==> config.mk <==
export PLATFORM = sky130hd
export DESIGN_NAME = osd_host_subsys
export DESIGN_NICKNAME = d
export VERILOG_FILES = /design/src/source/osd_pkg.sv /design/src/source/glip_channel.sv /design/src/source/dii_buffer.sv /design/src/source/osd_him.sv /design/src/source/osd_reg_endpoint.sv /design/src/source/osd_host_subsys.sv
export SDC_FILE = /design/constraint.sdc
export NUM_CORES = 1
export LEC_CHECK = 0
export ABC_AREA = 1
export BUFFER_PORTS_ARGS = -buffer_cell sky130_fd_sc_hd__buf_4
export CORE_ASPECT_RATIO = 0.7
export CORE_MARGIN = 2
export CORE_UTILIZATION = 45
export CTS_CLUSTER_SIZE = 40
export DETAILED_ROUTE_END_ITERATION = 16
export PLACE_DENSITY = 0.59
export SYNTH_ARGS = -nofsm -noshare
export SYNTH_HDL_FRONTEND = slang
export SYNTH_SLANG_ARGS = --single-unit
==> constraint.sdc <==
create_clock -name clk -period 7.68 [get_ports clk]
set_clock_uncertainty 0.2 [all_clocks]
set_input_delay 1.152 -clock clk [delete_from_list [all_inputs] [get_ports clk]]
set_output_delay 1.152 -clock clk [all_outputs]
set_load 0.01 [all_outputs]
==> src/source/osd_pkg.sv <==
package osd_pkg;

   // ####################
   // Word and flit types
   // ####################

   // One host word or one flit payload
   typedef logic [15:0] dii_word_t;

   // Endpoint address
   typedef logic [15:0] osd_id_t;

   typedef struct packed {
      dii_word_t data;
      logic      valid;
      logic      last;
   } dii_flit;

   // ####################
   // Packet type codes
   // ####################

   // Carried in flit 2 of every packet
   localparam dii_word_t OSD_REQ_READ   = 16'h0010;
   localparam dii_word_t OSD_REQ_WRITE  = 16'h0011;
   localparam dii_word_t OSD_RESP_READ  = 16'h0020;
   localparam dii_word_t OSD_RESP_WRITE = 16'h0021;
   localparam dii_word_t OSD_RESP_ERROR = 16'h0022;

   // ####################
   // Register file
   // ####################

   localparam dii_word_t OSD_VERSION  = 16'h0100;
   localparam int        OSD_NUM_REGS = 8;

endpackage

==> src/source/glip_channel.sv <==
`timescale 1ns/100ps

interface glip_channel;
   import osd_pkg::*;

   dii_word_t data;
   logic      valid;
   logic      ready;

   // Word moves when valid and ready are both high
   modport source (output data, output valid, input ready);

   modport sink (input data, input valid, output ready);

endinterface

==> src/source/dii_buffer.sv <==
`timescale 1ns/100ps

module dii_buffer #(
   parameter int SIZE = 8
) (
   input  logic                      clk,
   input  logic                      rst,
   input  osd_pkg::dii_flit          flit_in,
   output logic                      flit_in_ready,
   output osd_pkg::dii_flit          flit_out,
   input  logic                      flit_out_ready,
   output logic [$clog2(SIZE)-1:0]   packet_size
);
   import osd_pkg::*;

   localparam int PW = $clog2(SIZE);

   typedef logic [PW-1:0] ptr_t;
   typedef logic [PW:0]   fill_t;

   dii_word_t data_mem [SIZE];
   logic      last_mem [SIZE];
   // Length of each stored packet in arrival order
   ptr_t      len_mem  [SIZE];

   ptr_t  wr_ptr;
   ptr_t  rd_ptr;
   ptr_t  len_wr;
   ptr_t  len_rd;
   ptr_t  in_len;
   fill_t flit_count;
   fill_t pkt_count;
   logic  wr_en;
   logic  rd_en;
   logic  wr_last;
   logic  rd_last;

   function automatic ptr_t ptr_next(ptr_t p);
      return (p == ptr_t'(SIZE - 1)) ? '0 : p + 1'b1;
   endfunction

   assign flit_in_ready = (flit_count != fill_t'(SIZE));
   assign wr_en   = flit_in.valid & flit_in_ready;
   assign rd_en   = flit_out.valid & flit_out_ready;
   assign wr_last = wr_en & flit_in.last;
   assign rd_last = rd_en & flit_out.last;

   // Nothing leaves until a whole packet is stored
   assign flit_out.valid = (pkt_count != '0);
   assign flit_out.data  = data_mem[rd_ptr];
   assign flit_out.last  = last_mem[rd_ptr];
   assign packet_size    = len_mem[len_rd];

   always_ff @(posedge clk) begin
      if (wr_en) begin
         data_mem[wr_ptr] <= flit_in.data;
         last_mem[wr_ptr] <= flit_in.last;
      end
      if (wr_last) begin
         len_mem[len_wr] <= in_len + 1'b1;
      end
   end

   always_ff @(posedge clk) begin
      if (rst) begin
         wr_ptr     <= '0;
         rd_ptr     <= '0;
         len_wr     <= '0;
         len_rd     <= '0;
         in_len     <= '0;
         flit_count <= '0;
         pkt_count  <= '0;
      end else begin
         if (wr_en) begin
            wr_ptr <= ptr_next(wr_ptr);
            in_len <= flit_in.last ? '0 : in_len + 1'b1;
         end
         if (wr_last) begin
            len_wr <= ptr_next(len_wr);
         end
         if (rd_en) begin
            rd_ptr <= ptr_next(rd_ptr);
         end
         if (rd_last) begin
            len_rd <= ptr_next(len_rd);
         end
         flit_count <= flit_count + fill_t'(wr_en) - fill_t'(rd_en);
         pkt_count  <= pkt_count + fill_t'(wr_last) - fill_t'(rd_last);
      end
   end

endmodule

==> src/source/osd_him.sv <==
`timescale 1ns/100ps

module osd_him #(
   parameter int BUF_SIZE = 8
) (
   input  logic              clk,
   input  logic              rst,
   glip_channel.sink         glip_in,
   glip_channel.source       glip_out,
   output osd_pkg::dii_flit  dii_out,
   input  logic              dii_out_ready,
   input  osd_pkg::dii_flit  dii_in,
   output logic              dii_in_ready
);
   import osd_pkg::*;

   localparam int SIZE_W = $clog2(BUF_SIZE);

   // ####################
   // Ingress
   // ####################

   logic              ingress_active;
   logic [SIZE_W-1:0] ingress_size;
   dii_word_t         ingress_be;

   assign ingress_be = {glip_in.data[7:0], glip_in.data[15:8]};

   // Size word is swallowed and later words pass straight through
   assign glip_in.ready = !ingress_active | dii_out_ready;
   assign dii_out.data  = ingress_be;
   assign dii_out.valid = ingress_active & glip_in.valid;
   assign dii_out.last  = ingress_active & (ingress_size == '0);

   always_ff @(posedge clk) begin
      if (rst) begin
         ingress_active <= 1'b0;
      end else if (glip_in.valid & glip_in.ready) begin
         if (!ingress_active) begin
            ingress_size   <= ingress_be[SIZE_W-1:0] - 1'b1;
            ingress_active <= 1'b1;
         end else begin
            ingress_size <= ingress_size - 1'b1;
            if (ingress_size == '0) begin
               ingress_active <= 1'b0;
            end
         end
      end
   end

   // ####################
   // Egress
   // ####################

   dii_flit           dii_egress;
   logic              dii_egress_ready;
   logic [SIZE_W-1:0] egress_packet_size;
   logic              egress_active;
   dii_word_t         egress_be;

   // Idle means the size word is on the channel
   always_comb begin
      egress_be = '0;
      if (!egress_active) begin
         egress_be[SIZE_W-1:0] = egress_packet_size;
      end else begin
         egress_be = dii_egress.data;
      end
   end

   assign glip_out.data    = {egress_be[7:0], egress_be[15:8]};
   assign glip_out.valid   = dii_egress.valid;
   assign dii_egress_ready = egress_active & glip_out.ready;

   always_ff @(posedge clk) begin
      if (rst) begin
         egress_active <= 1'b0;
      end else if (!egress_active) begin
         if (dii_egress.valid & glip_out.ready) begin
            egress_active <= 1'b1;
         end
      end else if (dii_egress_ready & dii_egress.last) begin
         egress_active <= 1'b0;
      end
   end

   dii_buffer #(.SIZE(BUF_SIZE)) i_egress_buffer (
      .clk            (clk),
      .rst            (rst),
      .flit_in        (dii_in),
      .flit_in_ready  (dii_in_ready),
      .flit_out       (dii_egress),
      .flit_out_ready (dii_egress_ready),
      .packet_size    (egress_packet_size)
   );

endmodule

==> src/source/osd_reg_endpoint.sv <==
`timescale 1ns/100ps

module osd_reg_endpoint #(
   parameter osd_pkg::osd_id_t ENDPOINT_ID = 16'd1
) (
   input  logic             clk,
   input  logic             rst,
   input  osd_pkg::dii_flit flit_in,
   output logic             flit_in_ready,
   output osd_pkg::dii_flit flit_out,
   input  logic             flit_out_ready
);
   import osd_pkg::*;

   localparam int AW = $clog2(OSD_NUM_REGS);

   typedef enum logic [1:0] {
      IDLE,
      RECEIVE,
      DROP,
      RESPOND
   } state_t;

   state_t state;

   // Flit position within the request and the response
   logic [2:0] in_idx;
   logic [1:0] out_idx;

   osd_id_t   req_src;
   dii_word_t req_type;
   dii_word_t req_addr;
   dii_word_t req_data;

   // Register 0 is the fixed version word
   dii_word_t regs [1:OSD_NUM_REGS-1];

   logic [AW-1:0] reg_idx;
   logic          addr_ok;
   dii_word_t     resp_type;
   dii_word_t     rd_data;
   logic [1:0]    resp_last;
   logic          in_xfer;
   logic          out_xfer;

   assign flit_in_ready = (state != RESPOND);
   assign in_xfer  = flit_in.valid & flit_in_ready;
   assign out_xfer = flit_out.valid & flit_out_ready;

   assign reg_idx = req_addr[AW-1:0];
   assign addr_ok = (req_addr < 16'(OSD_NUM_REGS));

   // ####################
   // Request capture
   // ####################

   always_ff @(posedge clk) begin
      if ((state == RECEIVE) && in_xfer) begin
         case (in_idx)
            3'd1: req_src  <= flit_in.data;
            3'd2: req_type <= flit_in.data;
            3'd3: req_addr <= flit_in.data;
            3'd4: req_data <= flit_in.data;
            default: ;
         endcase
      end
   end

   // ####################
   // Response build
   // ####################

   always_comb begin
      if (addr_ok && (req_type == OSD_REQ_READ)) begin
         resp_type = OSD_RESP_READ;
         resp_last = 2'd3;
      end else if (addr_ok && (req_type == OSD_REQ_WRITE)) begin
         resp_type = OSD_RESP_WRITE;
         resp_last = 2'd2;
      end else begin
         resp_type = OSD_RESP_ERROR;
         resp_last = 2'd2;
      end
   end

   always_comb begin
      if (reg_idx == '0) begin
         rd_data = OSD_VERSION;
      end else begin
         rd_data = regs[reg_idx];
      end
   end

   always_comb begin
      case (out_idx)
         2'd0:    flit_out.data = req_src;
         2'd1:    flit_out.data = ENDPOINT_ID;
         2'd2:    flit_out.data = resp_type;
         default: flit_out.data = rd_data;
      endcase
   end

   assign flit_out.valid = (state == RESPOND);
   assign flit_out.last  = (out_idx == resp_last);

   // ####################
   // Control FSM
   // ####################

   always_ff @(posedge clk) begin
      if (rst) begin
         state   <= IDLE;
         in_idx  <= '0;
         out_idx <= '0;
         for (int i = 1; i < OSD_NUM_REGS; i++) begin
            regs[i] <= '0;
         end
      end else begin
         case (state)
            IDLE: begin
               if (in_xfer) begin
                  in_idx <= 3'd1;
                  if (!flit_in.last) begin
                     state <= (flit_in.data == ENDPOINT_ID) ? RECEIVE : DROP;
                  end
               end
            end
            RECEIVE: begin
               if (in_xfer) begin
                  if (in_idx != 3'd7) begin
                     in_idx <= in_idx + 1'b1;
                  end
                  if (flit_in.last) begin
                     state   <= RESPOND;
                     out_idx <= '0;
                  end
               end
            end
            DROP: begin
               if (in_xfer && flit_in.last) begin
                  state <= IDLE;
               end
            end
            RESPOND: begin
               if (out_xfer) begin
                  out_idx <= out_idx + 1'b1;
                  if (flit_out.last) begin
                     state <= IDLE;
                     // Commit the write once the ack has gone out
                     if ((resp_type == OSD_RESP_WRITE) && (reg_idx != '0)) begin
                        regs[reg_idx] <= req_data;
                     end
                  end
               end
            end
            default: state <= IDLE;
         endcase
      end
   end

endmodule

==> src/source/osd_host_subsys.sv <==
`timescale 1ns/100ps

module osd_host_subsys #(
   parameter int               BUF_SIZE    = 8,
   parameter osd_pkg::osd_id_t ENDPOINT_ID = 16'd1
) (
   input  logic                clk,
   input  logic                rst,

   input  osd_pkg::dii_word_t  glip_in_data,
   input  logic                glip_in_valid,
   output logic                glip_in_ready,

   output osd_pkg::dii_word_t  glip_out_data,
   output logic                glip_out_valid,
   input  logic                glip_out_ready
);
   import osd_pkg::*;

   // ####################
   // Host channels
   // ####################

   glip_channel glip_in_if ();
   glip_channel glip_out_if ();

   assign glip_in_if.data  = glip_in_data;
   assign glip_in_if.valid = glip_in_valid;
   assign glip_in_ready    = glip_in_if.ready;

   assign glip_out_data     = glip_out_if.data;
   assign glip_out_valid    = glip_out_if.valid;
   assign glip_out_if.ready = glip_out_ready;

   // ####################
   // Debug network
   // ####################

   // Requests toward the endpoint and responses back
   dii_flit dii_req;
   logic    dii_req_ready;
   dii_flit dii_resp;
   logic    dii_resp_ready;

   osd_him #(.BUF_SIZE(BUF_SIZE)) i_osd_him (
      .clk           (clk),
      .rst           (rst),
      .glip_in       (glip_in_if.sink),
      .glip_out      (glip_out_if.source),
      .dii_out       (dii_req),
      .dii_out_ready (dii_req_ready),
      .dii_in        (dii_resp),
      .dii_in_ready  (dii_resp_ready)
   );

   osd_reg_endpoint #(.ENDPOINT_ID(ENDPOINT_ID)) i_osd_reg_endpoint (
      .clk            (clk),
      .rst            (rst),
      .flit_in        (dii_req),
      .flit_in_ready  (dii_req_ready),
      .flit_out       (dii_resp),
      .flit_out_ready (dii_resp_ready)
   );

endmodule

==> results of run 1 <==
==> where the power goes <==
group | internal [W] | switching (W) | leakage [nW] | total, W
sequential | 0.00236 | 0.0000119 | 3.56 | 0.00238
combinational | 0.0000191 | 0.0000458 | 2.51 | 0.0000649
clock | 0.00102 | 0.000767 | 0.565 | 0.00179
total | 0.00340 | 0.000825 | 6.64 | 0.00423
==> metal layers <==
layer  vias up  GRT usage (%)  part of all wire [%]
li1       5015              -                     -
met1      5169          33.34                    50
met2       360          28.26                    40
met3        46          5.174                   8.7
met4         0          4.545                   1.7
met5         -              0                     0
==> per-stage QoR <==
stage	instances	setup WS (ns)	instance area (um2)
5_1_grt	1952	2.641	18400
4_1_cts	1952	2.927	18400
2_1_floorplan	1415	4.395	16520
6_report	1952	2.938	18400
3_5_place_dp	1885	3.471	17240
3_3_place_gp	1885	3.472	17240
==> worst max-delay path by stage <==
stage / from / endpoint
6_report: flop / glip_out_data[10]
5_1_grt: flop / glip_out_data[6]
4_1_cts: flop / glip_out_data[10]
3_5_place_dp: glip_in_valid / i_osd_reg_endpoint.regs[1][8]
3_3_place_gp: glip_in_valid / i_osd_reg_endpoint.regs[1][8]
2_1_floorplan: glip_in_valid / i_osd_him.i_egress_buffer.flit_count[2]
==> flip-flops by register name, indices dropped and copies added (netlist names), 4 cells and up, named ones only <==
name,cells
i_osd_reg_endpoint.regs,128
i_osd_reg_endpoint.req_src,16
i_osd_reg_endpoint.req_type,16
i_osd_him.i_egress_buffer.pkt_count,4
i_osd_him.i_egress_buffer.last_mem,8
i_osd_reg_endpoint.req_addr,16
i_osd_him.i_egress_buffer.len_mem,24
i_osd_reg_endpoint.req_data,16
i_osd_him.i_egress_buffer.data_mem,128
i_osd_him.i_egress_buffer.flit_count,4
==> worst max-delay path: stages (launching register included) <==
cell      delay (ns)
dfxtp_2         0.31
buf_4           0.53
clkinv_1        0.66
buf_4           0.47
o21ai_0         0.21
o22ai_1         0.09
o211ai_1        0.25
nand2_1         0.09
buf_4           0.15
==> cells by family (layout without fill, tap and decap cells) <==
logic type / after synthesis / after routing / synth area share, %
AO/OA/AOI/OAI: 280 / 280 / 9.786
XOR/XNOR: 4 / 4 / 0.2128
adder cells (fa/ha/maj): 32 / 32 / 2.522
buffers and inverters: 166 / 223 / 4.217
flip-flops: 396 / 396 / 69.72
multiplexers: 7 / 7 / 0.4255
other: 1 / 16 / 0.02277
AND/OR/NAND/NOR: 514 / 514 / 13.10
==> area by class of cell <==
type                       instances  area [um2]  area share, %
tap                              480       600.6          3.263
timing repair buffer              56       420.4          2.284
sequential                       396       11480          62.40
clock inverter                    10       67.56         0.3671
inverter                         100       379.1          2.060
multi-input combinational        853        4357          23.67
clock buffer                      57        1096          5.956
==> cells in the final DEF (no fill, tap or decap), drive strengths merged <==
cell type  synthesis  routed
buf               15      56
conb               1      16
xor2               3       3
a21oi             21      21
clkinv             1      11
o21ai            170     170
bufinv             0       1
clkbuf            51      57
dfxtp             41      41
mux2i              7       7
a22o               1       1
nand4             10      10
edfxtp           355     355
nand3             33      33
nor2             343     343
o22ai             28      28
o21a               1       1
o221ai            29      29
nand2            119     119
and3               1       1
fa                 2       2
a21o               1       1
inv               99      98
xnor2              1       1
a31oi             14      14
nor3               7       7
o211a              1       1
a211oi             2       2
o211ai            12      12
ha                30      30
nand3b             1       1
==> metrics.csv, run 1 <==
stage,metric,value,unit
outcome,status,completed,
worst_setup_path,Crit Path Category,flop to primary output,
cts,Worst-Skew Late Latency,0.53,ns
layout,Area Overhead vs Synth,11.75,%
worst_hold_path,Hold EP,i_osd_reg_endpoint.regs[0][13],
worst_setup_path,crit path max fanout,69,
routing,DR pass1 iterations,5,
layout,ANT cells,0,
synthesis,Synth top area share,64.73,%
layout,number of fillers in the final layout,3216,
cts,hold_buf cts,0,
synthesis,Synth Instances,1400,
routing,DRT iter0 DRCs,1206,
timing,Max Fclk,0.2109,GHz
global_routing,total track usage,20.85,%
routing,routed vias/inst,5.425,
place,GPL Wtd Cong,0.8017,
cts,clock transition at the registers of the reported paths,0.06,ns
worst_setup_path,worst reg-to-reg setup slack,3.49,ns
timing,Tightest Pin Transition,1.122,ns
timing,setup TNS,0,ns
timing,Final Hold Fails,0,
worst_setup_path,CP required,6.33,ns
routing,routed wire length per instance,19.95,um
cts,H-tree levels,2,
pwr,Leak,6.636,nW
synthesis,Synth Register Bits,396,
global_routing,largest net degree at the start of global routing,70,
timing,RSZ-0062 raised after global routing,false,
worst_setup_path,worst r2r dst,i_osd_him.i_egress_buffer.pkt_count[2],
global_routing,vias in the first global route,9872,
pwr,Power Density,229.7,nW/um2
synthesis,prevailing post-synth register cell,edfxtp_1,
layout,final core utilization,51.13,%
synthesis,Post-Syn Area,16470,um2
cts,CTS tree,yes,
synthesis,Post-synth EDFFs,355,
timing,Final min period,4.742,ns
timing,max_slew headroom,25.10,%
floorplanning,Initial Utilization,45.75,%
cts,Sink Count,396,
synthesis,sequential area share after synthesis,69.72,%
worst_hold_path,Worst Hold Depth,0,
cts,Root Buffer,clkbuf_16,
place,Detailed Place HPWL,24650,um
timing,fin. max-slew vios,0,
global_routing,GR Overflow Total,0,
floorplanning,num rows,58,
floorplanning,DIE HEIGHT,164.1,um
worst_hold_path,HP Class,flop to flop,
routing,total wire length,38930,um
worst_setup_path,crit path DAT,3.39,ns
place,Port Buffers,37,
layout,Layout Nets,1499,
synthesis,Synth area leaders,"edfxtp_1 65%, nor2_1 7.7%, o21ai_0 5.2%",
timing,hold_ws,0.2373,ns
timing,fin crit share,61.75,%
flow_run,max-cap violations,0,
cts,postcts setup bufs,0,
floorplanning,Core ar.,35990,um2
worst_setup_path,reg2reg path depth,15,
pwr,Max IR drop VDD,0.2133,mV
worst_setup_path,endpoint class of the critical path,primary output,
worst_hold_path,worst hold start,i_osd_reg_endpoint.req_data[13],
pwr,total power,0.004227,W
routing,Vias,10590,
synthesis,Synth top cells by count,"355 x edfxtp_1, 339 x nor2_1, 170 x o21ai_0",
layout,layout cells sized above 1,8.628,%
routing,ANT nets after route,0,
cts,cts repair resizes,0,
synthesis,"FFs w/ async S/R, synth",0,%
synthesis,Syn Area/Cell,11.76,um2
timing,"Setup violations, final",0,
global_routing,initial antenna violation count,0,
synthesis,top-count cell post-synth,edfxtp_1,
cts,Clock Path Buffers,3,
synthesis,Yosys warning total,0,
synthesis,Unique masters post-synth,44,
worst_setup_path,critical path startpoint category,flop,
synthesis,post-synth top area cell,edfxtp_1,
floorplanning,die area,38170,um2
global_routing,first-pass GRT wire length,59900,um
cts,TritonCTS buffer count,40,
routing,Post-route DRC,0,
floorplanning,Die W,232.7,um
floorplanning,I/O pin cnt,38,
(Power assumes the default switching activity.)
==> inputs of run 2 (changes only) <==
ABC_AREA = 0   (was 1)
PLACE_DENSITY = 0.61   (was 0.59)
clock period = 4.17 ns   (was 7.68 ns; I/O delays follow)
==> run 2 against run 1 <==
Compared with the run above:
- power up 90%
- first-iteration DRC count fell by 31%
- synthesized cell count down 33%
- sequential power up 84%
- non-clock buffer count grew 15
==> metrics.csv, run 2 <==
stage,metric,value,unit
place,Detailed Place HPWL,22220,um
pwr,Leak,6.336,nW
pwr,Clk pwr share,43.8,%
cts,postcts setup bufs,0,
synthesis,Post-synth EDFFs,355,
synthesis,Synth top area share,65.51,%
global_routing,initial antenna violation count,0,
pwr,sequential share of power,54.6,%
pwr,Max IR drop VDD,0.2455,mV
timing,Final min period,3.386,ns
worst_setup_path,Reg-to-Reg Start,i_osd_reg_endpoint.req_type[7],
worst_setup_path,critical path startpoint category,flop,
timing,"Setup violations, final",0,
synthesis,Synth Instances,944,
timing,hold_ws,0.1205,ns
cts,clock transition at the registers of the reported paths,0.06,ns
pwr,Power Density,430.8,nW/um2
layout,layout cells sized above 1,21.69,%
timing,RSZ-0062 raised after global routing,false,
floorplanning,die area,37720,um2
synthesis,Synth Register Bits,396,
timing,Max Fclk,0.2953,GHz
cts,TritonCTS buffer count,39,
layout,biggest regs,"i_osd_him.i_egress_buffer.data_mem x128, i_osd_reg_endpoint.regs x128, i_osd_him.i_egress_buffer.len_mem x24",
cts,CTS tree,yes,
synthesis,Syn Area/Cell,17.24,um2
cts,Worst-Skew Late Latency,0.54,ns
global_routing,vias in the first global route,8096,
synthesis,post-synth top area cell,edfxtp_1,
worst_setup_path,Crit Path Category,flop to primary output,
layout,"most common cell after layout, fill and taps aside",edfxtp_1,
routing,DRT iter0 DRCs,835,
routing,Vias,8242,
worst_setup_path,crit path max fanout,6,
worst_setup_path,endpoint class of the critical path,primary output,
layout,Area Overhead vs Synth,14.32,%
pwr,Sw Ratio,19.47,%
floorplanning,num rows,58,
global_routing,largest net degree at the start of global routing,41,
synthesis,"FFs w/ async S/R, synth",0,%
layout,Multi-input gate area,4602,um2
worst_hold_path,worst hold start,glip_in_data[13],
cts,cts repair resizes,0,
pwr,internal power,0.006454,W
layout,"commonest non-fill, non-tap cells in the layout","355 x edfxtp_1, 114 x and2_1, 72 x mux4_2",
floorplanning,DIE HEIGHT,163.1,um
place,Port Buffers,37,
cts,hold_buf cts,0,
worst_hold_path,HP Class,input port to flop,
global_routing,total track usage,18.60,%
timing,setup TNS,0,ns
synthesis,Synth area leaders,"edfxtp_1 66%, mux4_2 10%, dfxtp_1 5.0%",
timing,Final Hold Fails,0,
layout,Seq. cell area,11480,um2
floorplanning,Core ar.,35780,um2
floorplanning,Die W,231.3,um
synthesis,sequential area share after synthesis,70.55,%
layout,number of fillers in the final layout,2911,
routing,ANT nets after route,0,
cts,Sink Count,396,
synthesis,Post-Syn Area,16270,um2
synthesis,Unique masters post-synth,56,
timing,"Worst Setup Slack, final",0.7837,ns
flow_run,max-cap violations,0,
routing,DR pass1 iterations,7,
routing,routed wire length per instance,21.98,um
worst_setup_path,CP required,3.34,ns
synthesis,prevailing post-synth register cell,edfxtp_1,
global_routing,first-pass GRT wire length,51560,um
floorplanning,I/O pin cnt,38,
synthesis,Yosys warning total,0,
timing,fin. max-slew vios,0,
timing,Tightest Pin Transition,1.038,ns
pwr,net switching power,0.001560,W
layout,Layout Nets,1078,
worst_setup_path,crit path DAT,2.56,ns
cts,Root Buffer,clkbuf_16,
timing,fin crit share,81.21,%
synthesis,top-count cell post-synth,edfxtp_1,
synthesis,Synth top cells by count,"355 x edfxtp_1, 114 x and2_1, 72 x mux4_2",
cts,Clock Path Buffers,3,
timing,max_slew headroom,30.05,%
routing,Post-route DRC,0,
cts,H-tree levels,2,
pwr,combinational share of power,1.6,%
place,Placement Setup Slack,1.044,ns
routing,routed vias/inst,5.366,
global_routing,GR Overflow Total,0,
layout,ANT cells,0,
routing,total wire length,33770,um
place,GPL Wtd Cong,0.7273,
floorplanning,Initial Utilization,45.49,%
outcome,status,completed,
run 2: cell count changes in the layout (fill, tap and decap cells not counted), sizes merged, moves of 15 or more:
cell / before / now
nor2b: 0 / 21
nand3: 33 / 7
nor2: 343 / 30
mux2i: 7 / 43
mux4: 0 / 72
and2: 0 / 114
o22ai: 28 / 3
buf: 56 / 71
inv: 98 / 24
nand2: 119 / 34
o21ai: 170 / 15
o221ai: 29 / 0
run 2: layout make-up:
class                      instances  share of cell area, %
clock buffer                      53                  5.750
clock inverter                    18                  1.096
inverter                          23                 0.4641
multi-input combinational        495                  24.74
sequential                       396                  61.73
tap                              480                  3.228
timing repair buffer              71                  3.000
run 2: kinds of logic after synthesis:
| kind of cell | share of synthesized area [%] |
|---|---|
| buffers and inverters | 1.761 |
| xor gates and xnor gates | 0.3768 |
| AOI/OAI and AO/OA | 2.153 |
| other | 0.02304 |
| DFF | 70.55 |
| muxes | 12.96 |
| and+or+nand+nor | 9.626 |
| adders and majority gates | 2.553 |
run 2: final timing paths:
path	to	slack, ns	cells after the start
setup reg to reg	i_osd_reg_endpoint.regs[4][6]	1.05	6
setup / recovery	glip_out_data[10]	0.78	5
hold / removal	i_osd_reg_endpoint.req_data[5]	0.12	1
hold reg to reg	i_osd_him.i_egress_buffer.in_len[1]	0.27	2
run 2: layer usage:
| layer | GRT usage (%) | routed length [um] | up-vias |
|---|---|---|---|
| met5 | 0 | 0 | - |
| met4 | 4.018 | 461 | 0 |
| met3 | 3.876 | 2340 | 39 |
| met2 | 24.46 | 13420 | 226 |
| met1 | 31.11 | 17540 | 4196 |
| li1 | - | - | 3781 |
run 2: power by group through the flow:
stage | registers (W) | logic (W) | clock network [W]
2_1_floorplan | 0.00445 | 0.0000685 | 0
3_3_place_gp | 0.00446 | 0.000130 | 0
3_5_place_dp | 0.00446 | 0.000130 | 0
4_1_cts | 0.00437 | 0.000131 | 0.00357
5_1_grt | 0.00438 | 0.000141 | 0.00374
6_report | 0.00437 | 0.000130 | 0.00351
run 2: worst max-delay path: stages (launching register included):
cell and delay (ns):
dfxtp_1 0.57, mux4_2 0.56, nor2b_1 0.14, a211oi_1 0.49
a21oi_1 0.10, buf_4 0.17
run 2: through the flow:
| stage | area (um2) | total power, W | instances | utilization, % |
|---|---|---|---|---|
| after floorplan | 16330 | 0.004514 | 959 | - |
| after global placement | 17330 | 0.004587 | 1465 | 48.44 |
| after detailed placement | 17330 | 0.004589 | 1465 | 48.44 |
| after CTS | 18600 | 0.008078 | 1536 | 52.00 |
| after global routing | 18600 | 0.008261 | 1536 | 52.00 |
| final | 18600 | 0.008014 | 1536 | 52.00 |
